### config.mk
export PLATFORM = sky130hd
export DESIGN_NAME = fetch_stage
export DESIGN_NICKNAME = d
export VERILOG_FILES = /design/src/common/mips_cfg.svh /design/src/common/mips_pkg.sv /design/src/fetch_stage.sv
export SDC_FILE = /design/constraint.sdc
export NUM_CORES = 1
export LEC_CHECK = 0
export BUFFER_PORTS_ARGS = -buffer_cell sky130_fd_sc_hd__buf_2
export CORE_ASPECT_RATIO = 0.75
export CORE_MARGIN = 5
export CORE_UTILIZATION = 54
export CTS_BUF_LIST = sky130_fd_sc_hd__clkbuf_8
export CTS_CLUSTER_DIAMETER = 30
export DETAILED_ROUTE_END_ITERATION = 10
export GPL_ROUTABILITY_DRIVEN = 0
export PLACE_DENSITY = 0.92
export SKIP_CTS_REPAIR_TIMING = 1
export SLEW_MARGIN = 0
export SYNTH_ARGS = -nofsm -noshare
export SYNTH_HDL_FRONTEND = slang
export SYNTH_SLANG_ARGS = --single-unit
### constraint.sdc
create_clock -name clk -period 6.15 [get_ports clk]
set_clock_uncertainty 0.1 [all_clocks]
set_input_delay 1.845 -clock clk [delete_from_list [all_inputs] [get_ports clk]]
set_output_delay 1.845 -clock clk [all_outputs]
set_load 0.02 [all_outputs]
### src/common/mips_cfg.svh
`ifndef MIPS_CFG_SVH
`define MIPS_CFG_SVH

// primary opcodes, instr[31:26]
`define OP_RTYPE 6'h00
`define OP_J     6'h02
`define OP_BEQ   6'h04
`define OP_BNE   6'h05
`define OP_ADDI  6'h08
`define OP_SLTI  6'h0a
`define OP_ANDI  6'h0c
`define OP_ORI   6'h0d
`define OP_XORI  6'h0e
`define OP_LUI   6'h0f
`define OP_LW    6'h23
`define OP_SW    6'h2b

// r-type function codes, instr[5:0]
`define FN_ADD 6'h20
`define FN_SUB 6'h22
`define FN_AND 6'h24
`define FN_OR  6'h25
`define FN_XOR 6'h26
`define FN_SLT 6'h2a

// storage sizes
`define DMEM_WORDS 64
`define NUM_REGS   32

`endif

### src/common/mips_pkg.sv
`default_nettype none

package mips_pkg;

	typedef logic [31:0] word_t;
	typedef logic [4:0]  reg_idx_t;
	typedef logic [5:0]  opcode_t;
	typedef logic [5:0]  funct_t;
	typedef logic [15:0] imm16_t;
	typedef logic [25:0] jidx_t;

	// eq and ne only feed branch resolution
	typedef enum logic [3:0] {
		alu_add,
		alu_sub,
		alu_and,
		alu_or,
		alu_xor,
		alu_slt,
		alu_lui,
		alu_eq,
		alu_ne
	} alu_op_t;

	typedef struct packed {
		logic    regwrite;
		logic    memtoreg;
		logic    memread;
		logic    memwrite;
		logic    isbranch;
		logic    isjump;
		logic    regdst;
		logic    alusrc;
		alu_op_t aluop;
	} ctrl_t;

	typedef struct packed {
		logic  valid;
		word_t pc;
		word_t instr;
	} if_id_t;

	typedef struct packed {
		logic     valid;
		ctrl_t    ctrl;
		word_t    pc;
		reg_idx_t rs;
		reg_idx_t rt;
		reg_idx_t dest;
		word_t    rs_val;
		word_t    rt_val;
		word_t    imm;
		jidx_t    jidx;
	} id_ex_t;

	typedef struct packed {
		logic     valid;
		logic     regwrite;
		logic     memtoreg;
		logic     memread;
		logic     memwrite;
		reg_idx_t dest;
		// alu value, or the byte address for loads and stores
		word_t    result;
		word_t    store_data;
	} ex_mem_t;

	typedef struct packed {
		logic     en;
		reg_idx_t dest;
		word_t    data;
	} wb_t;

endpackage

`default_nettype wire

### src/fetch_stage.sv
`timescale 1ns/1ps
`default_nettype none

module fetch_stage (
	input  wire                     clk,
	input  wire                     arst_n,
	input  wire                     stall,
	input  wire                     redirect,
	input  wire  mips_pkg::word_t   redirect_pc,
	output mips_pkg::word_t         imem_addr,
	input  wire  mips_pkg::word_t   imem_data,
	output mips_pkg::if_id_t        if_id
);

	import mips_pkg::*;

	word_t pc;
	word_t pc_next;

	// byte address straight from the pc
	assign imem_addr = pc;

	assign pc_next = pc + 32'd4;

	always_ff @(posedge clk or negedge arst_n) begin
		if (!arst_n) begin
			pc    <= '0;
			if_id <= '0;
		end else if (redirect) begin
			// redirect wins over a stall, the word fetched this cycle is dropped
			pc          <= redirect_pc;
			if_id.valid <= 1'b0;
		end else if (!stall) begin
			pc          <= pc_next;
			if_id.valid <= 1'b1;
			if_id.pc    <= pc;
			if_id.instr <= imem_data;
		end
	end

endmodule

`default_nettype wire

# ---- Yosys cells after proc, flatten, opt, wreduce, memory -nomap -nowiden
# Index checks and enable logic that the tools add are counted.
dict set report classes {
  bitwise 2
  eq_ne 1
  muxes 4
  n_reduce_logical 1
  addsub 1
}
# cell n
set op_table {}
lappend op_table {{two-way mux 65 bit} 1}
lappend op_table {{two-way mux 32 bit} 2}
lappend op_table {{adder 32 x 3 -> 32 bit (second input constant)} 1}
lappend op_table {{!= test 2 x 1 -> 1 bit (second input constant)} 1}
lappend op_table {{inverter 1 bit} 2}
lappend op_table {{AND reduction 2 bit} 1}
lappend op_table {{two-way mux 1 bit} 1}
dict set report totals {
  out_inout_bits 97
  ff_bits 97
  inputBits 68
  word_cells 13
}

# ---- Logic depth before layout (Yosys ltp)
dict set report depth {
  word_depth 3
  mapped_depth 6
  ltp_nobuf 5
}

# ---- Least setup slack after synthesis
# No wires, ideal clock.
dict set report synth_timing {
  path_kind {input to register}
  startpoint {input port stall}
  endpoint {register pc[30] (netlist: imem_addr[30])}
  arrival_ps 3366
  cell_stages 6
  setup_slack_ps 2603
  setup_time_ps 82
  n_path_buf 2
  cell_sequence {buf_2 -> nand2b_4 -> or4_4 -> buf_6 -> or4_1 -> a31oi_1}
}
dict set report synth_between {
  elab_chain_len 1
}
# item line_no
set synth_rtl {}
lappend synth_rtl {{start: declaration} fetch_stage.sv:7} ;# input wire stall,
lappend synth_rtl {{!= test 2 x 1 -> 1 bit (no source line)} --}
lappend synth_rtl {{end signal: assignment} fetch_stage.sv:31} ;# pc <= redirect_pc;
lappend synth_rtl {{end signal: assignment} fetch_stage.sv:34} ;# pc <= pc_next;
lappend synth_rtl {{end: declaration} fetch_stage.sv:17} ;# word_t pc;
# No other way between the ends.
# A chain may end at the register's enable or synchronous reset.

# ---- Worst setup path in the final report
dict set report layout_timing {
  startpoint {input port redirect}
  endpoint {register if_id[16] in the netlist's numbering}
}
dict set report layout_between {
  elab_chain_len 2
}
# item line_no
set layout_rtl {}
lappend layout_rtl {{start: declaration} fetch_stage.sv:8} ;# input wire redirect,
lappend layout_rtl {{inverter 1 bit (no source line)} --}
lappend layout_rtl {{AND reduction 2 bit (no source line)} --}
lappend layout_rtl {{end: declaration} fetch_stage.sv:12} ;# output mips_pkg::if_id_t if_id
# No other way between the ends.

==> flow_metrics.py <==
metrics = {
    "cts": {
        "cts_buffers": 9,
        "cts_root_buf": "clkbuf_8",
        "clk_latency_ns": 0.36,
        "h-tree-depth": 3,
        "cts.sinks": 97,
        "path_clk_slew_ns": 0.09,
        "clk_path_buf_depth": 2,
        "cts_tree": "yes",
    },
    "place": {
        "io_buffers": 164,
        "hpwl_um": 7583,
    },
    "global_routing": {
        "grt_remaining_overflow": 0,
        "track_usage": 0.2225,
        "antenna_found_initial": 0,
        "grt_max_degree": 51,
        "grt_pass1_vias": 3459,
        "grt_pass1_wl_um": 17270,
    },
    "finish": {
        "nFillCells": 542,
        "syn_to_final_growth_pct": 25.70,
        "register_area_um2": 2427,
        "diodes": 0,
        "nNetsFinal": 565,
        "multiInputGateArea_um2": 1672,
        "drive_above_1_share": 0.5060,
    },
    "route": {
        "vias": 3356,
        "drt_first_pass_iters": 4,
        "antenna_left": 0,
        "drc": 0,
        "viasPerCell": 5.584,
        "avgRoutedWirePerCell_um": 17.27,
        "finalWirelength_um": 10380,
        "drt_iter0_markers": 217,
    },
    "synth": {
        "syn_avg_cell_area_um2": 12.42,
        "synth_cell_types": 33,
        "syn_inst": 337,
        "syn-num-nets": 406,
        "synthesis.area_um2": 4187,
        "ys_seq_elements": 97,
        "ys_seq_area_frac": 0.5798,
        "yosys_warnings": 0,
    },
    "power": {
        "switching_share": 0.3295,
        "power_frac_comb": 0.246,
        "powerDensity_nw_per_um2": 298.3,
        "power.switching_uw": 517.3,
        "vdd_drop_max_mv": 0.1942,
        "leakage_nw": 2.384,
        "finalPower_mw": 1.570,
        "pwr-share-seq": 0.510,
        "internal_power_mw": 1.053,
        "p_clk_frac": 0.244,
    },
    "critical_path": {
        "worst-setup-path-type": "in2reg",
        "cp_top_family": "buffers and inverters",
        "cp.required_ns": 6.29,
        "worstSetupStartpointType": "input port",
        "cp_slowest_cell": "nor2_4",
        "crit_chain": "buf_2 -> nor2_4 -> buf_4 -> mux2_2",
        "worstRegToRegCells": 4,
        "crit_path_max_fanout": 43,
        "cp_num_cells": 4,
        "crit_path_end_kind": "flip-flop",
        "crit_buf_inv": 2,
        "cp.arrival_ns": 3.75,
        "max_stage_delay_ns": 0.60,
    },
    "sta": {
        "worstMarginPinSlew_ns": 0.9055,
        "setup_tns_ns": 0,
        "max_freq_mhz": 277.7,
        "hold_viol": 0,
        "rsz0062_at_grt": "no",
        "max_slew_margin": 0.3956,
        "slew_violations": 0,
        "setup_viol": 0,
        "min_period_ns": 3.601,
        "finalCritPeriodShare": 0.5855,
    },
    "floorplanning": {
        "dieArea_um2": 9632,
        "core_um2": 7432,
        "num_rows": 27,
        "start_util": 0.5633,
        "die_h_um": 86.26,
        "ios": 165,
        "die_x_um": 111.7,
    },
    "flow_run": {
        "cap_violations": 0,
    },
    "run_status": {
        "outcome": "completed",
    },
    "min_path": {
        "hold_depth": 1,
        "min_path_type": "reg2reg",
    },
}
==> cells in the final DEF (no fill, tap or decap), drive strengths merged, types with 4 or more instances in the layout <==
| cell type | netlist | layout |
|---|---|---|
| buf | 2 | 166 |
| dfrtp | 97 | 97 |
| mux2 | 66 | 66 |
| nand2 | 26 | 26 |
| o21ai | 16 | 16 |
| nor2 | 16 | 16 |
| a31oi | 14 | 14 |
| or4 | 13 | 13 |
| clkbuf | 16 | 11 |
| o31ai | 10 | 10 |
| nand3 | 10 | 10 |
| xnor2 | 7 | 7 |
| nand4 | 6 | 6 |
| inv | 5 | 5 |
| or3 | 4 | 4 |
| o211ai | 4 | 4 |
| xor2 | 4 | 4 |
==> layer usage <==
metal | part of all wire | vias up | track usage
met5 | 0 | - | 0
met4 | 0.014 | 0 | 0.05525
met3 | 0.094 | 14 | 0.08514
met2 | 0.48 | 150 | 0.3672
met1 | 0.42 | 1634 | 0.2802
li1 | - | 1558 | -
==> final cells by class <==
type / instances / area share
Tap cell: 101 / 0.02401
Clock buffer: 11 / 0.02877
Inverter: 5 / 0.003566
Multi-Input combinational cell: 217 / 0.3176
Timing Repair Buffer: 166 / 0.1593
Clock inverter: 4 / 0.005468
Sequential cell: 97 / 0.4612
==> flip-flops by register name, summed over array words and instances (netlist names) <==
signal and flops:
imem_addr 32, if_id 65
==> cell families (layout without fill, tap and decap cells) <==
kind of cell             after synthesis  count (layout)  share of synthesized area
AO/OA/AOI/OAI                         48              48                    0.07262
XOR/XNOR                              11              11                    0.02301
adder cells (fa/ha/maj)                1               1                   0.002988
buffers and inverters                 23             186                    0.02271
flip-flops                            97              97                     0.5798
multiplexers                          67              67                     0.1799
AND/OR/NAND/NOR                       90              90                     0.1189
==> cells in the mapped netlist <==
cell type | n | share of area
dfrtp_1 | 97 | 0.58
mux2_2 | 66 | 0.18
nand2_1 | 26 | 0.023
clkbuf_1 | 16 | 0.014
nor2_1 | 16 | 0.014
o21ai_0 | 16 | 0.019
a31oi_1 | 14 | 0.021
o31ai_1 | 10 | 0.018
or4_1 | 10 | 0.018
nand3_1 | 9 | 0.011
xnor2_1 | 7 | 0.015
nand4_1 | 6 | 0.0090
inv_1 | 5 | 0.0045
o211ai_1 | 4 | 0.0072
or3_1 | 4 | 0.0060
xor2_1 | 4 | 0.0084
and4_1 | 3 | 0.0063
nor3_1 | 3 | 0.0036
nor4_1 | 3 | 0.0045
o311ai_0 | 3 | 0.0063
and2_1 | 2 | 0.0030
or4_4 | 2 | 0.0054
a21oi_1 | 1 | 0.0012
buf_2 | 1 | 0.0012
buf_6 | 1 | 0.0027
ha_1 | 1 | 0.0030
mux2i_1 | 1 | 0.0024
nand2b_4 | 1 | 0.0033
nand3_4 | 1 | 0.0042
nand3b_1 | 1 | 0.0018
nand4b_1 | 1 | 0.0021
nor2b_1 | 1 | 0.0015
or4_2 | 1 | 0.0021
==> stage by stage <==
| stage | area [um^2] | hold WS (ns) | utilization | cells | worst slack [ns] |
|---|---|---|---|---|---|
| detailed placement | 5082 | 0.3904 | 0.6838 | 586 | 2.175 |
| CTS | 5263 | 0.4118 | 0.7081 | 601 | 2.550 |
| floorplan | 4187 | 0.5058 | - | 337 | 2.603 |
| global route | 5263 | 0.4276 | 0.7081 | 601 | 2.458 |
| global placement | 5082 | 0.3835 | 0.6838 | 586 | 2.236 |
| finish | 5263 | 0.4069 | 0.7081 | 601 | 2.549 |
==> worst paths after layout <==
check	startpoint	end	slack, ns
worst min-delay path	if_id[0]	if_id[0]	0.41
worst min register to register	if_id[0]	if_id[0]	0.41
min in group asynchronous	arst_n	if_id[12]	1.39
max in group asynchronous	arst_n	imem_addr[5]	3.49
worst max-delay path	redirect	if_id[16]	2.55
worst max register to register	imem_addr[13]	imem_addr[31]	3.84
==> power by group through the flow <==
stage	clock [mW]	sequential [mW]	combinational, mW
finish	0.383	0.800	0.387
floorplan	0	0.915	0.119
global placement	0	0.804	0.382
CTS	0.389	0.799	0.393
detailed placement	0	0.811	0.393
global route	0.415	0.814	0.419
No activity file was read; power rests on OpenSTA's default activity.
