<file path="src/common/mips_cfg.svh">
`ifndef MIPS_CFG_SVH
`define MIPS_CFG_SVH

// primary opcodes, instr[31:26]
`define OP_RTYPE 6'h00
`define OP_J     6'h02
`define OP_BEQ   6'h04
`define OP_BNE   6'h05
`define OP_ADDI  6'h08
`define OP_SLTI  6'h0a
`define OP_ANDI  6'h0c
`define OP_ORI   6'h0d
`define OP_XORI  6'h0e
`define OP_LUI   6'h0f
`define OP_LW    6'h23
`define OP_SW    6'h2b

// r-type function codes, instr[5:0]
`define FN_ADD 6'h20
`define FN_SUB 6'h22
`define FN_AND 6'h24
`define FN_OR  6'h25
`define FN_XOR 6'h26
`define FN_SLT 6'h2a

// storage sizes
`define DMEM_WORDS 64
`define NUM_REGS   32

`endif

</file>
<file path="src/common/mips_pkg.sv">
`default_nettype none

package mips_pkg;

	typedef logic [31:0] word_t;
	typedef logic [4:0]  reg_idx_t;
	typedef logic [5:0]  opcode_t;
	typedef logic [5:0]  funct_t;
	typedef logic [15:0] imm16_t;
	typedef logic [25:0] jidx_t;

	// eq and ne only feed branch resolution
	typedef enum logic [3:0] {
		alu_add,
		alu_sub,
		alu_and,
		alu_or,
		alu_xor,
		alu_slt,
		alu_lui,
		alu_eq,
		alu_ne
	} alu_op_t;

	typedef struct packed {
		logic    regwrite;
		logic    memtoreg;
		logic    memread;
		logic    memwrite;
		logic    isbranch;
		logic    isjump;
		logic    regdst;
		logic    alusrc;
		alu_op_t aluop;
	} ctrl_t;

	typedef struct packed {
		logic  valid;
		word_t pc;
		word_t instr;
	} if_id_t;

	typedef struct packed {
		logic     valid;
		ctrl_t    ctrl;
		word_t    pc;
		reg_idx_t rs;
		reg_idx_t rt;
		reg_idx_t dest;
		word_t    rs_val;
		word_t    rt_val;
		word_t    imm;
		jidx_t    jidx;
	} id_ex_t;

	typedef struct packed {
		logic     valid;
		logic     regwrite;
		logic     memtoreg;
		logic     memread;
		logic     memwrite;
		reg_idx_t dest;
		// alu value, or the byte address for loads and stores
		word_t    result;
		word_t    store_data;
	} ex_mem_t;

	typedef struct packed {
		logic     en;
		reg_idx_t dest;
		word_t    data;
	} wb_t;

endpackage

`default_nettype wire

</file>
<file path="src/mem_stage.sv">
`timescale 1ns/1ps
`default_nettype none

`include "mips_cfg.svh"

module mem_stage (
	input  wire                     clk,
	input  wire                     arst_n,
	input  wire  mips_pkg::ex_mem_t ex_mem,
	output mips_pkg::wb_t           wb
);

	import mips_pkg::*;

	localparam int AW = $clog2(`DMEM_WORDS);

	word_t          dmem [`DMEM_WORDS];
	logic [AW-1:0]  idx;
	word_t          load_data;
	word_t          wb_data_d;

	// word index, byte offset ignored
	assign idx = ex_mem.result[AW+1:2];

	always_ff @(posedge clk) begin
		if (ex_mem.valid && ex_mem.memwrite) dmem[idx] <= ex_mem.store_data;
	end

	assign load_data = dmem[idx];
	assign wb_data_d = ex_mem.memtoreg ? load_data : ex_mem.result;

	always_ff @(posedge clk or negedge arst_n) begin
		if (!arst_n) begin
			wb <= '0;
		end else begin
			// writes to $0 never show up on the port
			wb.en   <= ex_mem.valid && ex_mem.regwrite && ex_mem.dest != '0;
			wb.dest <= ex_mem.dest;
			wb.data <= wb_data_d;
		end
	end

endmodule

`default_nettype wire

</file>
<file path="config.mk">
export PLATFORM = sky130hd
export DESIGN_NAME = mem_stage
export DESIGN_NICKNAME = d
export VERILOG_FILES = /design/src/common/mips_pkg.sv /design/src/mem_stage.sv
export VERILOG_INCLUDE_DIRS = /design/src /design/src/common
export SDC_FILE = /design/constraint.sdc
export NUM_CORES = 2
export LEC_CHECK = 0
export BUFFER_PORTS_ARGS = -buffer_cell sky130_fd_sc_hd__buf_2
export CAP_MARGIN = 20
export CORE_UTILIZATION = 35
export DETAILED_ROUTE_END_ITERATION = 10
export MAX_ROUTING_LAYER = met4
export SETUP_SLACK_MARGIN = 0.1
export SKIP_LAST_GASP = 1
export SLEW_MARGIN = 40
export SYNTH_ARGS = -nofsm -noshare
export SYNTH_HDL_FRONTEND = slang
export SYNTH_SLANG_ARGS = --single-unit
</file>
<file path="constraint.sdc">
create_clock -name clk -period 5.79 [get_ports clk]
set_input_delay 0 -clock clk [delete_from_list [all_inputs] [get_ports clk]]
set_output_delay 0 -clock clk [all_outputs]
set_load 0.02 [all_outputs]
</file>
==> Yosys cells after proc, flatten, opt, wreduce, memory -nomap -nowiden <==
Memory sizes are Yosys's and may differ from the RTL's.
Index checks and enable logic that the tools add are counted.
{ "word_totals": {"out_inout_bits": 38, "ramBits": 2048, "word_cells": 11, "ff_bits": 38, "mem_count": 1} }
{ "memory_table": {"columns": ["name", "words", "word_bits", "read_ports", "rd_clocked_by_memory_dff", "wr", "line", "source"], "rows": [
  ["dmem", 64, 32, 1, 0, 1, "mem_stage.sv:17", "word_t dmem [`DMEM_WORDS];"]
]} }
{ "classes": {"reduce_logical": 4, "mux": 3} }
{ "ops": {"columns": ["operator", "n"], "rows": [
  ["32-bit 2-to-1 mux", 1],
  ["5-bit nonzero test", 1],
  ["1-bit logical AND", 3],
  ["1-bit 2-to-1 mux", 2]
]} }

==> Logic depth before layout (Yosys ltp) <==
{ "logic_depth": {"depth_word": 3, "depth_mapped": 11, "ltp_nobuf": 6} }

==> Worst setup path before layout <==
Ideal clock, no wire load.
{ "synth_path": {"kind": "input-to-reg", "start": "input ex_mem[36] in the netlist's numbering", "end": "memory dmem[13][0] in the netlist's numbering, enable pin", "arrival_time_ps": 2613, "path_buffers": 6, "setup_slack_ps": 2756, "cell_stages": 8, "setup_ps": 421, "cell_sequence": "buf_6 buf_6 buf_2 buf_4 buf_6 buf_2 nand3_1 nor2_1"} }
{ "synth_lines": {"columns": ["element", "line", "source"], "rows": [
  ["start: declaration", "mem_stage.sv:9", "input wire mips_pkg::ex_mem_t ex_mem,"],
  ["end: declaration", "mem_stage.sv:17", null]
]} }
Straight into the memory's write port.

==> Worst setup path in the final report <==
{ "layout_path": {"start": "input ex_mem[35] in the netlist's numbering", "end": "register wb[17] in the netlist's numbering"} }
{ "layout_between": {"elab_chain_len": 2} }
{ "layout_lines": {"columns": ["element", "line", "source"], "rows": [
  ["memory read 64 x 32 bit", null, null],
  ["32-bit 2-to-1 mux", "mem_stage.sv:30", "assign wb_data_d = ex_mem.memtoreg ? load_data : ex_mem.result;"],
  ["via wb_data_d[17]", "mem_stage.sv:20", "word_t wb_data_d;"],
  ["end: declaration", "mem_stage.sv:10", "output mips_pkg::wb_t wb"]
]} }
The timed path passes the listed nets, and every way through them passes these cells.

==> flow_results.xml <==
<?xml version="1.0" encoding="UTF-8"?>
<metrics>
  <group name="finish">
    <metric name="nFillCells" unit="">20030</metric>
    <metric name="mostFrequentLayoutCell" unit="">edfxtp_1</metric>
    <metric name="syn_to_final_growth" unit="%">15.64</metric>
    <metric name="multiInputGateArea" unit="µm²">16650</metric>
    <metric name="register_area" unit="µm²">62450</metric>
    <metric name="layoutNonFillerInstCount" unit="">7742</metric>
    <metric name="design_area" unit="µm²">92660</metric>
    <metric name="leading_cell_types_in_the_layout_fill_and_taps_excluded" unit="">edfxtp_1 (2048), a221oi_1 (223), clkbuf_16 (205)</metric>
    <metric name="fin_nets" unit="">4638</metric>
    <metric name="share_of_post_route_cells_with_drive_strength_above_1" unit="">0.2128</metric>
  </group>
  <group name="power">
    <metric name="power.share.clock" unit="">0.406</metric>
    <metric name="power.density" unit="nW/µm²">337.8</metric>
    <metric name="power.switching_fraction" unit="">0.2226</metric>
    <metric name="cellLeakagePower" unit="nW">29.06</metric>
    <metric name="proportion_of_power_drawn_by_combinational_gates" unit="">0.061</metric>
    <metric name="vdd_ir_drop_max" unit="mV">0.2347</metric>
    <metric name="p_int" unit="mW">24.33</metric>
    <metric name="switching_power" unit="mW">6.966</metric>
    <metric name="p_seq_frac" unit="">0.534</metric>
  </group>
  <group name="worst_setup_path">
    <metric name="timing.critical_path.cells" unit="">buf_8 -&gt; buf_4 -&gt; nor2b_4 -&gt; buf_4 -&gt; a22oi_1 -&gt; o2bb2ai_1 -&gt; o21ai_0 -&gt; nand4_1 -&gt; o32a_1 -&gt; dlygate4sd3_1</metric>
    <metric name="setup.worst_path.start_class" unit="">input port</metric>
    <metric name="worstReg2RegStart" unit="">dmem[13][12]</metric>
    <metric name="worst_path_max_delay_cell" unit="">buf_4</metric>
    <metric name="critical_path.endpoint_type" unit="">flop</metric>
    <metric name="timing_startpoint_of_the_critical_path" unit="">ex_mem[35]</metric>
    <metric name="cp_max_fo" unit="">68</metric>
    <metric name="cp.required" unit="ns">6.51</metric>
    <metric name="path_common_cell" unit="">buf_4</metric>
    <metric name="worstPathArrival" unit="ns">4.06</metric>
    <metric name="crit_path_max_cell_delay" unit="ns">0.58</metric>
    <metric name="setup.worst_path.class" unit="">input port to flop</metric>
  </group>
  <group name="route">
    <metric name="routedWlPerCell" unit="µm">33.16</metric>
    <metric name="via_per_inst" unit="">5.910</metric>
    <metric name="routed_wirelength" unit="µm">256700</metric>
    <metric name="dr.first_iter.drc_count" unit="">6799</metric>
    <metric name="drc" unit="">0</metric>
    <metric name="routed-via-count" unit="">45760</metric>
    <metric name="detailedRoute.firstPassIterationCount" unit="">6</metric>
    <metric name="drt.antenna.violating_nets" unit="">0</metric>
  </group>
  <group name="floorplanning">
    <metric name="core-area" unit="µm²">227500</metric>
    <metric name="top_level_ports" unit="">114</metric>
    <metric name="die_boundary_width" unit="µm">480.5</metric>
    <metric name="overall_die_area" unit="µm²">230900</metric>
    <metric name="chipHeight" unit="µm">480.5</metric>
    <metric name="start_util" unit="">0.3522</metric>
    <metric name="std_cell_rows" unit="">175</metric>
  </group>
  <group name="logic_synthesis">
    <metric name="synth.avg_cell_area" unit="µm²">18.86</metric>
    <metric name="post_synth_mux_area_share" unit="">0.08911</metric>
    <metric name="largest_family_of_logic_cells_by_synthesized_area" unit="">compound AO/OA/AOI/OAI gates</metric>
    <metric name="seq_area_frac_synth" unit="">0.7794</metric>
    <metric name="postSynth.topFlopCell" unit="">edfxtp_1</metric>
    <metric name="synth_compound_gate_area_share" unit="">0.08915</metric>
    <metric name="mappedNetlistArea" unit="µm²">80130</metric>
    <metric name="count_of_flip_flops_with_a_built_in_enable_after_synthesis" unit="">2048</metric>
    <metric name="synth-adder-area-share" unit="">0</metric>
    <metric name="synthCells" unit="">4249</metric>
    <metric name="netlist.area_leader.share" unit="">0.7675</metric>
    <metric name="synth_cell_types" unit="">70</metric>
    <metric name="netlist.top_cell.by_area" unit="">edfxtp_1</metric>
    <metric name="asyncSetResetFlopFracSynth" unit="">0.01822</metric>
    <metric name="synthXorXnorAreaFrac" unit="">0</metric>
    <metric name="yosysWarnings" unit="">0</metric>
    <metric name="synth_nets" unit="">4325</metric>
    <metric name="netlist_top_cells_area" unit="">edfxtp_1 (77%), mux4_2 (4.0%), a221oi_1 (2.5%)</metric>
    <metric name="flip_flop_and_latch_count_after_synthesis" unit="">2086</metric>
    <metric name="simple_gate_area_share_of_the_yosys_netlist" unit="">0.02142</metric>
  </group>
  <group name="cts">
    <metric name="clock_net_sink_count" unit="">2086</metric>
    <metric name="buffer_cell_driving_the_clock_tree_root" unit="">clkbuf_16</metric>
    <metric name="clk_transition_reported_paths" unit="ns">0.06</metric>
    <metric name="worstSkewPairLatency" unit="ns">0.85</metric>
    <metric name="post_cts_resized" unit="">0</metric>
    <metric name="cts.path.max_buffers" unit="">3</metric>
    <metric name="cts_tree" unit="">yes</metric>
    <metric name="htree_levels" unit="">4</metric>
    <metric name="cts-buffers-inserted" unit="">199</metric>
  </group>
  <group name="placement">
    <metric name="dp.final_hpwl" unit="µm">146900</metric>
    <metric name="finalWeightedCongestion" unit="">0.8499</metric>
    <metric name="dpl-instance-area" unit="µm²">85180</metric>
    <metric name="place.detailed.instances" unit="">7257</metric>
    <metric name="count_of_buffers_inserted_at_the_top_level_ports" unit="">112</metric>
  </group>
  <group name="sta">
    <metric name="hold_viol" unit="">0</metric>
    <metric name="max_freq" unit="GHz">0.2994</metric>
    <metric name="max_slew.worst_pin.slew" unit="ns">0.9421</metric>
    <metric name="setup_tns" unit="ns">0</metric>
    <metric name="finalClockSkew" unit="ns">0.03490</metric>
    <metric name="final_max_slew_viol_count" unit="">0</metric>
    <metric name="hold_ws" unit="ns">0.04971</metric>
    <metric name="slew-limit-headroom" unit="">0.3653</metric>
    <metric name="period_share" unit="">0.5768</metric>
    <metric name="finalWorstPathRequiredPeriod" unit="ns">3.340</metric>
    <metric name="setup_viol_count_final" unit="">0</metric>
    <metric name="grt_setup_unrepaired" unit="">no</metric>
  </group>
  <group name="min_path">
    <metric name="hp-class" unit="">input port to flop</metric>
    <metric name="hold_path.startpoint" unit="">ex_mem[47]</metric>
  </group>
  <group name="global_routing">
    <metric name="grt_max_degree" unit="">92</metric>
    <metric name="antenna_violations_before_repair" unit="">20</metric>
    <metric name="grt.total_usage" unit="">0.2262</metric>
    <metric name="vias_in_the_first_global_route" unit="">43860</metric>
    <metric name="grt_pass1_wl" unit="µm">353700</metric>
    <metric name="grt_overflow" unit="">0</metric>
  </group>
  <group name="flow_run">
    <metric name="maxCapViolations" unit="">0</metric>
  </group>
  <group name="outcome">
    <metric name="outcome" unit="">finished, final reports clean</metric>
  </group>
</metrics>
==> path summary, 6_finish.rpt <==
check                           cells after the start  slack (ns)  endpoint
worst max register to register                      6        2.66    wb[12]
max in group asynchronous                           5        5.04    wb[20]
worst min register to register                      4        0.79    wb[23]
worst min-delay path                                4        0.05    wb[15]
min in group asynchronous                           4        0.18     wb[8]
worst max-delay path                               10        2.45    wb[17]
==> sequential cells by signal, indices dropped and copies added (netlist names) <==
register,count
wb,38
dmem,2048
==> timing repair <==
action | in CTS | in global routing
setup buffers | 0 | 0
hold endpoints to repair | 2122 | 0
hold buffers | 111 | 0
==> area by class of cell <==
class / count / area share
flip-flops and latches: 2086 / 0.6740
multi-input cells: 1857 / 0.1797
clock buffers: 265 / 0.05888
well taps: 3009 / 0.04063
repair buffers: 414 / 0.03739
clock inverters: 93 / 0.008791
diodes: 14 / 0.0003781
inverters: 4 / 0.0002701
==> routing by layer <==
layer  track usage  vias to the layer above  routed length [µm]
met3       0.05561                      469               28740
met5             -                        -                   0
li1              -                    18380                   -
met4       0.08374                        0                9755
met1        0.2889                    23980               97750
met2        0.3486                     2928              120400
==> power groups by stage <==
stage / combinational [mW] / sequential (mW) / clock, mW
finish: 1.90 / 16.7 / 12.7
global route: 1.96 / 16.7 / 13.3
CTS: 1.86 / 16.7 / 12.8
detailed placement: 1.78 / 17.0 / 0
global placement: 1.76 / 17.0 / 0
floorplan: 0.845 / 17.0 / 0
==> worst max-delay path: cells and delay by family <==
kind                   cells  cell delay, ns
AOI/OAI and AO/OA          4            1.28
buffers and inverters      4            2.01
and+or+nand+nor            2            0.59
==> through the flow <==
stage / utilization / setup slack, ns / total power, mW
floorplan: - / 2.756 / 17.88
global placement: 0.3737 / 1.944 / 18.78
detailed placement: 0.3744 / 1.892 / 18.81
CTS: 0.4069 / 2.581 / 31.36
global route: 0.4073 / 2.377 / 31.99
finish: 0.4073 / 2.450 / 31.30
==> logic make-up (layout without fill, tap and decap cells) <==
logic type	count (synthesis)	after routing
AO/OA/AOI/OAI	961	961
flip-flops	2086	2086
multiplexers	513	513
buffers and inverters	306	776
AND/OR/NAND/NOR	383	383
other	0	14
==> cell usage after synthesis (5+ instances only) <==
library cell / n
and2_1: 8
a222oi_1: 13
edfxtp_1: 2048
a211oi_1: 20
nor3_1: 11
nand2b_1: 6
mux2_2: 172
clkbuf_1: 108
o221ai_1: 14
mux2_1: 17
mux4_2: 141
o21ai_1: 12
a41oi_1: 6
nand3_1: 28
a22oi_1: 156
and3_1: 11
a22o_1: 35
o22a_1: 9
nand4_1: 9
a31oi_1: 20
buf_6: 36
a221oi_1: 225
mux2i_1: 182
o32a_1: 18
buf_2: 111
o211ai_1: 11
nand2_1: 84
buf_1: 15
a211o_1: 5
o22ai_1: 98
nor2_1: 187
dfrtp_1: 38
o2bb2ai_1: 16
buf_4: 32
a221o_1: 43
nor2b_1: 11
o21ai_0: 107
a21oi_1: 111
Power figures use the tool's default switching activity.
