File: config.mk
export PLATFORM = sky130hd
export DESIGN_NAME = execute_stage
export DESIGN_NICKNAME = d
export VERILOG_FILES = /design/src/common/mips_cfg.svh /design/src/common/mips_pkg.sv /design/src/execute_stage.sv
export SDC_FILE = /design/constraint.sdc
export NUM_CORES = 1
export LEC_CHECK = 0
export BUFFER_PORTS_ARGS = -buffer_cell sky130_fd_sc_hd__clkbuf_2
export CAP_MARGIN = 20
export CORE_ASPECT_RATIO = 1.5
export CORE_MARGIN = 5
export CORE_UTILIZATION = 30
export CTS_CLUSTER_SIZE = 30
export DETAILED_ROUTE_END_ITERATION = 10
export SLEW_MARGIN = 20
export SYNTH_ARGS = -nofsm -noshare
export SYNTH_HDL_FRONTEND = slang
export SYNTH_SLANG_ARGS = --single-unit
File: constraint.sdc
create_clock -name clk -period 9.3 [get_ports clk]
set_input_delay 2.325 -clock clk [delete_from_list [all_inputs] [get_ports clk]]
set_output_delay 2.325 -clock clk [all_outputs]
set_load 0.005 [all_outputs]
File: src/common/mips_cfg.svh
`ifndef MIPS_CFG_SVH
`define MIPS_CFG_SVH

// primary opcodes, instr[31:26]
`define OP_RTYPE 6'h00
`define OP_J     6'h02
`define OP_BEQ   6'h04
`define OP_BNE   6'h05
`define OP_ADDI  6'h08
`define OP_SLTI  6'h0a
`define OP_ANDI  6'h0c
`define OP_ORI   6'h0d
`define OP_XORI  6'h0e
`define OP_LUI   6'h0f
`define OP_LW    6'h23
`define OP_SW    6'h2b

// r-type function codes, instr[5:0]
`define FN_ADD 6'h20
`define FN_SUB 6'h22
`define FN_AND 6'h24
`define FN_OR  6'h25
`define FN_XOR 6'h26
`define FN_SLT 6'h2a

// storage sizes
`define DMEM_WORDS 64
`define NUM_REGS   32

`endif

File: src/common/mips_pkg.sv
`default_nettype none

package mips_pkg;

	typedef logic [31:0] word_t;
	typedef logic [4:0]  reg_idx_t;
	typedef logic [5:0]  opcode_t;
	typedef logic [5:0]  funct_t;
	typedef logic [15:0] imm16_t;
	typedef logic [25:0] jidx_t;

	// eq and ne only feed branch resolution
	typedef enum logic [3:0] {
		alu_add,
		alu_sub,
		alu_and,
		alu_or,
		alu_xor,
		alu_slt,
		alu_lui,
		alu_eq,
		alu_ne
	} alu_op_t;

	typedef struct packed {
		logic    regwrite;
		logic    memtoreg;
		logic    memread;
		logic    memwrite;
		logic    isbranch;
		logic    isjump;
		logic    regdst;
		logic    alusrc;
		alu_op_t aluop;
	} ctrl_t;

	typedef struct packed {
		logic  valid;
		word_t pc;
		word_t instr;
	} if_id_t;

	typedef struct packed {
		logic     valid;
		ctrl_t    ctrl;
		word_t    pc;
		reg_idx_t rs;
		reg_idx_t rt;
		reg_idx_t dest;
		word_t    rs_val;
		word_t    rt_val;
		word_t    imm;
		jidx_t    jidx;
	} id_ex_t;

	typedef struct packed {
		logic     valid;
		logic     regwrite;
		logic     memtoreg;
		logic     memread;
		logic     memwrite;
		reg_idx_t dest;
		// alu value, or the byte address for loads and stores
		word_t    result;
		word_t    store_data;
	} ex_mem_t;

	typedef struct packed {
		logic     en;
		reg_idx_t dest;
		word_t    data;
	} wb_t;

endpackage

`default_nettype wire

File: src/execute_stage.sv
`timescale 1ns/1ps
`default_nettype none

module execute_stage (
	input  wire                    clk,
	input  wire                    arst_n,
	input  wire  mips_pkg::id_ex_t id_ex,
	input  wire  mips_pkg::wb_t    wb,
	output logic                   redirect,
	output mips_pkg::word_t        redirect_pc,
	output mips_pkg::ex_mem_t      ex_mem
);

	import mips_pkg::*;

	word_t op_a;
	word_t rt_fwd;
	word_t op_b;
	word_t alu_y;
	word_t pc_plus4;
	logic  taken;

	// ex_mem is the younger producer and wins over wb
	function automatic word_t fwd(input reg_idx_t idx, input word_t val,
		input ex_mem_t em, input wb_t w);
		word_t r;
		r = val;
		if (idx != '0) begin
			if (em.valid && em.regwrite && !em.memread && em.dest == idx)
				r = em.result;
			else if (w.en && w.dest == idx)
				r = w.data;
		end
		return r;
	endfunction

	assign op_a   = fwd(id_ex.rs, id_ex.rs_val, ex_mem, wb);
	assign rt_fwd = fwd(id_ex.rt, id_ex.rt_val, ex_mem, wb);
	assign op_b   = id_ex.ctrl.alusrc ? id_ex.imm : rt_fwd;

	always_comb begin
		case (id_ex.ctrl.aluop)
			alu_add: alu_y = op_a + op_b;
			alu_sub: alu_y = op_a - op_b;
			alu_and: alu_y = op_a & op_b;
			alu_or:  alu_y = op_a | op_b;
			alu_xor: alu_y = op_a ^ op_b;
			alu_slt: alu_y = {31'h0, $signed(op_a) < $signed(op_b)};
			alu_lui: alu_y = {op_b[15:0], 16'h0};
			alu_eq:  alu_y = {31'h0, op_a == op_b};
			alu_ne:  alu_y = {31'h0, op_a != op_b};
			default: alu_y = op_a + op_b;
		endcase
	end

	assign pc_plus4 = id_ex.pc + 32'd4;

	// branch condition comes out of the alu in bit 0
	assign taken = id_ex.valid &&
		(id_ex.ctrl.isjump || (id_ex.ctrl.isbranch && alu_y[0]));

	assign redirect    = taken;
	assign redirect_pc = id_ex.ctrl.isjump ? {pc_plus4[31:28], id_ex.jidx, 2'b00}
	                                       : pc_plus4 + {id_ex.imm[29:0], 2'b00};

	always_ff @(posedge clk or negedge arst_n) begin
		if (!arst_n) begin
			ex_mem <= '0;
		end else begin
			ex_mem.valid      <= id_ex.valid;
			ex_mem.regwrite   <= id_ex.ctrl.regwrite;
			ex_mem.memtoreg   <= id_ex.ctrl.memtoreg;
			ex_mem.memread    <= id_ex.ctrl.memread;
			ex_mem.memwrite   <= id_ex.ctrl.memwrite;
			ex_mem.dest       <= id_ex.dest;
			ex_mem.result     <= alu_y;
			ex_mem.store_data <= rt_fwd;
		end
	end

endmodule

`default_nettype wire

# After elaboration in Yosys (flattened, before gate mapping)
# Index checks and enable logic that the tools add are counted.
[word_totals]
in_bits = 222
memories = 0
reg_bits = 74
output_inout_bits = 107
rom_bits = 0
latchBits = 0
wordCells = 51
ramBits = 0
[classes]
muxes = 9
add_sub_neg = 4
n_lt_le_gt_ge = 1
shift = 0
bitwise = 3
div_mod_pow = 0
n_mul = 0
eq_ne = 14
n_reduce_logical = 12
[ops]
columns = ["operator", "n"]
rows = [
  ["two-way mux 32 bit", 8],
  ["case mux 32 bit (8 select lines)", 1],
  ["adder 32 bit", 2],
  ["adder 32 x 3 -> 32 bit, second input constant", 1],
  ["AND 32 bit", 1],
  ["equality test 32 bit", 1],
  ["less-than comparator 32 bit", 1],
  ["!= test 32 bit", 1],
  ["OR 32 bit", 1],
  ["subtractor 32 bit", 1],
  ["XOR 32 bit", 1],
  ["equality test 5 bit", 4],
  ["equality test 4 x 3 -> 1 bit, second input constant", 4],
  ["nonzero test 5 bit", 2],
  ["equality test 4 x 2 -> 1 bit, second input constant", 2],
  ["logical AND 1 bit", 8],
  ["equality test 4 x 1 -> 1 bit, second input constant", 1],
  ["equality test 4 bit, second input constant", 1],
  ["zero test 1 bit", 1],
  ["logical OR 1 bit", 1],
]

# Depth between registers and ports, before layout
[logic_depth]
depth_word = 11
depth_mapped = 22
mapped_depth_nobuf = 19

# Worst setup path before layout
# Ideal clock, no wire load.
[synth_timing]
path_type = "input -> output"
start = "input port id_ex[128] (netlist name)"
end = "output port redirect"
arrival_ps = 6226
setup_slack_ps = 749
stages = 21
path_buffers = 3
cell_sequence = "xnor2_1 nand2_1 or4_1 clkbuf_1 nand2_1 buf_2 o22a_1 o22ai_1 o21ai_0 inv_1 ha_1 buf_4 nand2_2 o21ai_0 or2_2 or2_2 and2_1 a21boi_1 nor2b_1 a2111oi_1 o311a_1"
[synth_via]
elab_chain_cells = 11
elab_cells_between_ends = 21
classes_between = "2 x add/sub; 1 x order compare; 4 x eq/ne; 5 x mux; 3 x bitwise; 6 x reduce/logical"
[synth_rtl]
columns = ["item", "line_no", "source"]
rows = [
  ["start: declaration", "execute_stage.sv:7", "input wire mips_pkg::id_ex_t id_ex,"],
  ["equality test 5 bit", "execute_stage.sv:31", "else if (w.en && w.dest == idx)"],
  ["logical AND 1 bit", "execute_stage.sv:31", ""],
  ["two-way mux 32 bit", "execute_stage.sv:31", ""],
  ["two-way mux 32 bit", "execute_stage.sv:29", "if (em.valid && em.regwrite && !em.memread && em.dest == idx)"],
  ["two-way mux 32 bit *", "execute_stage.sv:28", "if (idx != '0) begin"],
  ["two-way mux 32 bit *", "execute_stage.sv:39", "assign op_b = id_ex.ctrl.alusrc ? id_ex.imm : rt_fwd;"],
  ["adder 32 bit (tied with other cells)", "execute_stage.sv:43, execute_stage.sv:52", ""],
  ["case mux 32 bit (8 select lines) *", "execute_stage.sv:42", "case (id_ex.ctrl.aluop)"],
  ["logical AND 1 bit *", "execute_stage.sv:60", "(id_ex.ctrl.isjump || (id_ex.ctrl.isbranch && alu_y[0]));"],
  ["logical OR 1 bit *", "execute_stage.sv:60", ""],
  ["logical AND 1 bit *", "execute_stage.sv:59", "assign taken = id_ex.valid &&"],
  ["end: declaration", "execute_stage.sv:9", "output logic redirect,"],
]
# Mark *: on every way between the ends. The rest lies on a longest branch, timed or not.

# Worst setup path in the final report
[layout_timing]
start = "input port id_ex[132] (netlist name)"
end = "output port redirect"
[layout_via]
elab_chain_cells = 10
elab_cells_between_ends = 20
classes_between = "2 x add/sub; 1 x order compare; 4 x eq/ne; 4 x mux; 3 x bitwise; 6 x reduce/logical"
[layout_rtl]
columns = ["item", "line_no"]
rows = [
  ["equality test 5 bit", "execute_stage.sv:31"],
  ["logical AND 1 bit", "execute_stage.sv:31"],
  ["two-way mux 32 bit", "execute_stage.sv:31"],
  ["two-way mux 32 bit", "execute_stage.sv:29"],
  ["two-way mux 32 bit *", "execute_stage.sv:28"],
  ["adder 32 bit (tied with other cells)", "execute_stage.sv:43, execute_stage.sv:52"],
  ["case mux 32 bit (8 select lines) *", "execute_stage.sv:42"],
  ["logical AND 1 bit *", "execute_stage.sv:60"],
  ["logical OR 1 bit *", "execute_stage.sv:60"],
  ["logical AND 1 bit *", "execute_stage.sv:59"],
]
# Marks and branches as above.

==> run summary <==
The run finished with clean final reports. In this run, the clock network consumes 23.6% of the power. The count of warnings emitted by yosys is 0.

After clock tree synthesis, the clock-pin slew on the worst setup and hold paths is 0.08 ns. Max-cap violations in this run came to 0. The largest registers in the layout are ex_mem x74. The number of cells after detailed placement came out at 2334. Clock skew on the completed layout was measured at 0.0130 ns.

After detailed routing, the number of remaining DRC violations is 0. The worst setup path is captured at an output port. Measured against its own limit, the worst slew margin works out to 47.3%. Row generation in the floorplan step produced 86 rows. The layout has 3929 filler cells. The deepest level of the CTS H-tree is 3, and the area of placed instances is 0.0138 mm^2. The run gives 81.1 mm as the global-route wire length before repair. The logs give 0.38 ns for the clock latency on the worst-skew pair and 0 for the count of final max-slew check failures. The area added between synthesis and finish came out at 26.3%.

The run gives 16.5% as the share of synthesized area occupied by flip-flops and latches. Detailed placement ended at an HPWL of 45.5 mm. CTS placed an instance of sky130_fd_sc_hd__clkbuf_16 at the clock tree root.

The final clock period utilization by the worst path is 97.7%. Of the total power, combinational logic draws 52.0%. The quantity of I/O buffers inserted on ports is 327. The die boundary height works out to 247 um. For this run, the share of the core covered by cells in the final layout is 38.4%. The run gives 55.2 mm as the final wirelength. The detail route stage leaves a number of antenna-violating nets equal to 0.

The via count of the first global-routing pass came out at 13300. The logs give 0 ns for the total negative slack for setup checks and 3 for the initial antenna violation count. The worst ir drop on vdd is 0.0840 mV. The congestion estimate from routability-driven global placement came to 0.970. For the post-synthesis cell area, the log shows 0.0112 mm^2. The run gives 0 as the sum of overflow across all layers after global routing.

STA puts the critical path data arrival time at 6.76 ns. For the cts-stage hold buffer count, the log shows 0. The register with the most flip-flops in the layout has 74 of them. After technology mapping, the gate count stands at 1521.

After routing the design area is 0.0142 mm^2. When the netlist entered floorplanning its net count stood at 1872. For this design the ratio of total power to cell area is 119 mW/mm^2. The longest clock path from root to sink contains 2 buffers. The floorplan step defined a die boundary enclosing 0.0415 mm^2. TritonCTS built the clock tree.

Among all stages on the critical path, the largest delay is contributed by sky130_fd_sc_hd__or4_1. The fraction of registers with async set/reset was 100%; the count of distinct cell types in the synthesized netlist was 85. The final hold slack was 0.708 ns.

The path type of the worst setup path is primary input to output port. For this design the total switching power over the nets is 755 uW. Entering global routing, the biggest net connects 67 pins. Internal power comes to 933 uW. The synthesized area divided by synthesized cell count works out to 7.38 um^2.

The shortest period the worst path allows is 9.09 ns, and the peak per-stage delay on the critical path is 0.56 ns. The post-route netlist has 26.1% of its cells at a drive strength greater than 1. For the worst setup path, the data required time is 6.98 ns. The tools report the DRC violation total after the first TritonRoute iteration as 1080. In this run the worst path has a maximum fanout of 5.

The signal on the critical path passes through clkbuf_2 -> xor2_1 -> or4_1 -> nor3_4 -> buf_4 -> a22oi_1 -> nor2_2 -> a21o_1 -> inv_1 -> ha_1 -> fa_1 -> nor2b_1 -> o211ai_1 -> a2111oi_2 -> buf_4 -> or2_2 -> and2_1 -> a21boi_2 -> nor2b_1 -> a2111oi_2 -> o311a_1 -> clkbuf_2. Of the total power, the share spent switching nets is 44.7%. The path category of the worst min-delay check was flip-flop to flip-flop.

The number of synthesized register bits is 74. The tools report the share of total power in sequential cells as 24.3%. Post-detailed-route via-to-cell ratio: 5.62.

After floorplanning, the core was sized to cover 0.0369 mm^2. From left edge to right edge, the die measures 168 um. For this run, the top clock speed supported by timing is 0.110 GHz. STA classifies the critical path startpoint as a primary input. Counting every sink on the clock net gives 74.

In this run the count of I/O pins placed on the die edge is 329. In the synthesized netlist the dominant register cell turns out to be sky130_fd_sc_hd__dfrtp_1. Setup repair after global routing left no endpoint under its margin. The number of enable flip-flop cells after synthesis works out to 0. The count of non-filler cells in the finished layout was 2356; the via total after detailed routing was 13200. The most flop-heavy register is ex_mem. For this configuration, the core starts out at a cell density of 30.4%. At the pin with the least slew margin, the transition time is 0.770 ns. The analysis attributes to cell leakage a power of 0.00695 uW.

Setup violation total in the final timing report: 0. Global routing used 25.4% of the available tracks across all layers. For this run, the post-layout net count is 2213. Buffers inserted during clock tree synthesis total 9. The first detailed-routing pass ran for 6 iterations. Number of hold violations in the final report: 0. Dividing the detail-routed wire length by the instance count gives 23.4 um.
[placed cells by master (no fill, tap or decap), types with 55 or more instances in the layout]
master                     netlist  layout
sky130_fd_sc_hd__a21o_1         55      55
sky130_fd_sc_hd__a21oi_1       113     113
sky130_fd_sc_hd__buf_4           4      96
sky130_fd_sc_hd__clkbuf_2        1     326
sky130_fd_sc_hd__dfrtp_1        74      74
sky130_fd_sc_hd__ha_1          126     126
sky130_fd_sc_hd__inv_1         136     136
sky130_fd_sc_hd__nand2_1       125     125
sky130_fd_sc_hd__nor2_1        122     119
sky130_fd_sc_hd__o21ai_0       104     103
[cell usage after synthesis, drive strengths merged, types with 11 or more instances]
library cell    n  share of area (%)
a211oi         15                1.0
a21o           56                3.8
a21oi         113                5.0
a221oi         17                1.4
a22oi          37                2.5
and3           11               0.61
buf            32                2.1
clkbuf         62                2.1
dfrtp          74                 16
ha            126                 14
inv           138                4.6
nand2         126                4.2
nand2b         20                1.1
nand3          31                1.4
nand4          12               0.67
nor2          122                4.1
nor2b          18                1.0
nor3           26                1.2
o211ai         24                1.6
o21a           14               0.94
o21ai         111                5.0
o21bai         14               0.94
o221ai         18                1.4
o22a           33                2.6
o22ai          41                2.3
xnor2          43                3.4
xor2           30                2.3
[final timing paths]
check,startpoint,endpoint,slack [ns],cells past startpoint
max,id_ex[132],redirect,0.21,22
min,ex_mem[57],ex_mem[25],0.71,3
max reg2reg,ex_mem[65],ex_mem[61],3.69,19
min reg2reg,ex_mem[57],ex_mem[25],0.71,3
max in group asynchronous,arst_n,ex_mem[44],6.33,2
min in group asynchronous,arst_n,ex_mem[50],1.89,1
[repair_timing]
item                                    4_1_cts  5_1_grt
endpoints found under the setup margin        1        1
pin swaps                                     0        2
buffers inserted                              0        1
gates resized for setup                       1        8
[worst max-delay path: cells and delay by family]
family	cells	cell delay, ns
buffers and inverters	5	0.75
and+or+nand+nor	7	1.59
AOI/OAI and AO/OA	7	1.23
xor gates and xnor gates	1	0.18
adders and majority gates	2	0.67
[logic make-up (layout without fill, tap and decap cells)]
kind of cell | count (synthesis) | in the layout | share of synthesized area [%]
compound gates | 584 | 584 | 35.6
xor+xnor | 73 | 73 | 5.69
buf+inv | 232 | 578 | 8.83
mux | 8 | 8 | 0.769
other cells | 0 | 5 | 0
simple gates | 421 | 421 | 18.0
flops | 74 | 74 | 16.5
fa+ha+maj | 129 | 129 | 14.6
[layout make-up]
cell class | count | area [um^2] | area share (%)
Clock buffer | 9 | 225 | 1.59
Clock inverter | 7 | 82.6 | 0.582
Sequential cell | 74 | 1850 | 13.1
Tap cell | 484 | 606 | 4.27
Timing Repair Buffer | 424 | 2390 | 16.9
Inverter | 138 | 518 | 3.65
Antenna cell | 5 | 12.5 | 0.0882
Multi-Input combinational cell | 1215 | 8500 | 59.9
[metrics by stage]
step	worst slack [ns]	total power (uW)
6_report	0.211	1690
4_1_cts	0.0340	1690
5_1_grt	0.0147	1790
3_5_place_dp	-0.0229	1280
2_1_floorplan	0.749	908
3_3_place_gp	-0.0154	1280
[metal layers]
layer	track usage, %	part of all wire (%)	up-vias	routed length (um)
met2	45.5	51	518	28100
met5	0	0	-	0
met3	3.05	5.4	104	3010
met1	29.6	38	6371	21100
li1	-	-	6239	-
met4	12.9	5.6	0	3070
[power groups by stage]
stage / sequential, uW / clock [uW] / combinational [uW]
final: 411 / 399 / 878
after detailed placement: 416 / 0 / 863
after global routing: 415 / 412 / 958
after global placement: 416 / 0 / 859
after floorplan: 404 / 0 / 503
after CTS: 411 / 408 / 869
Power figures use the tool's default switching activity.
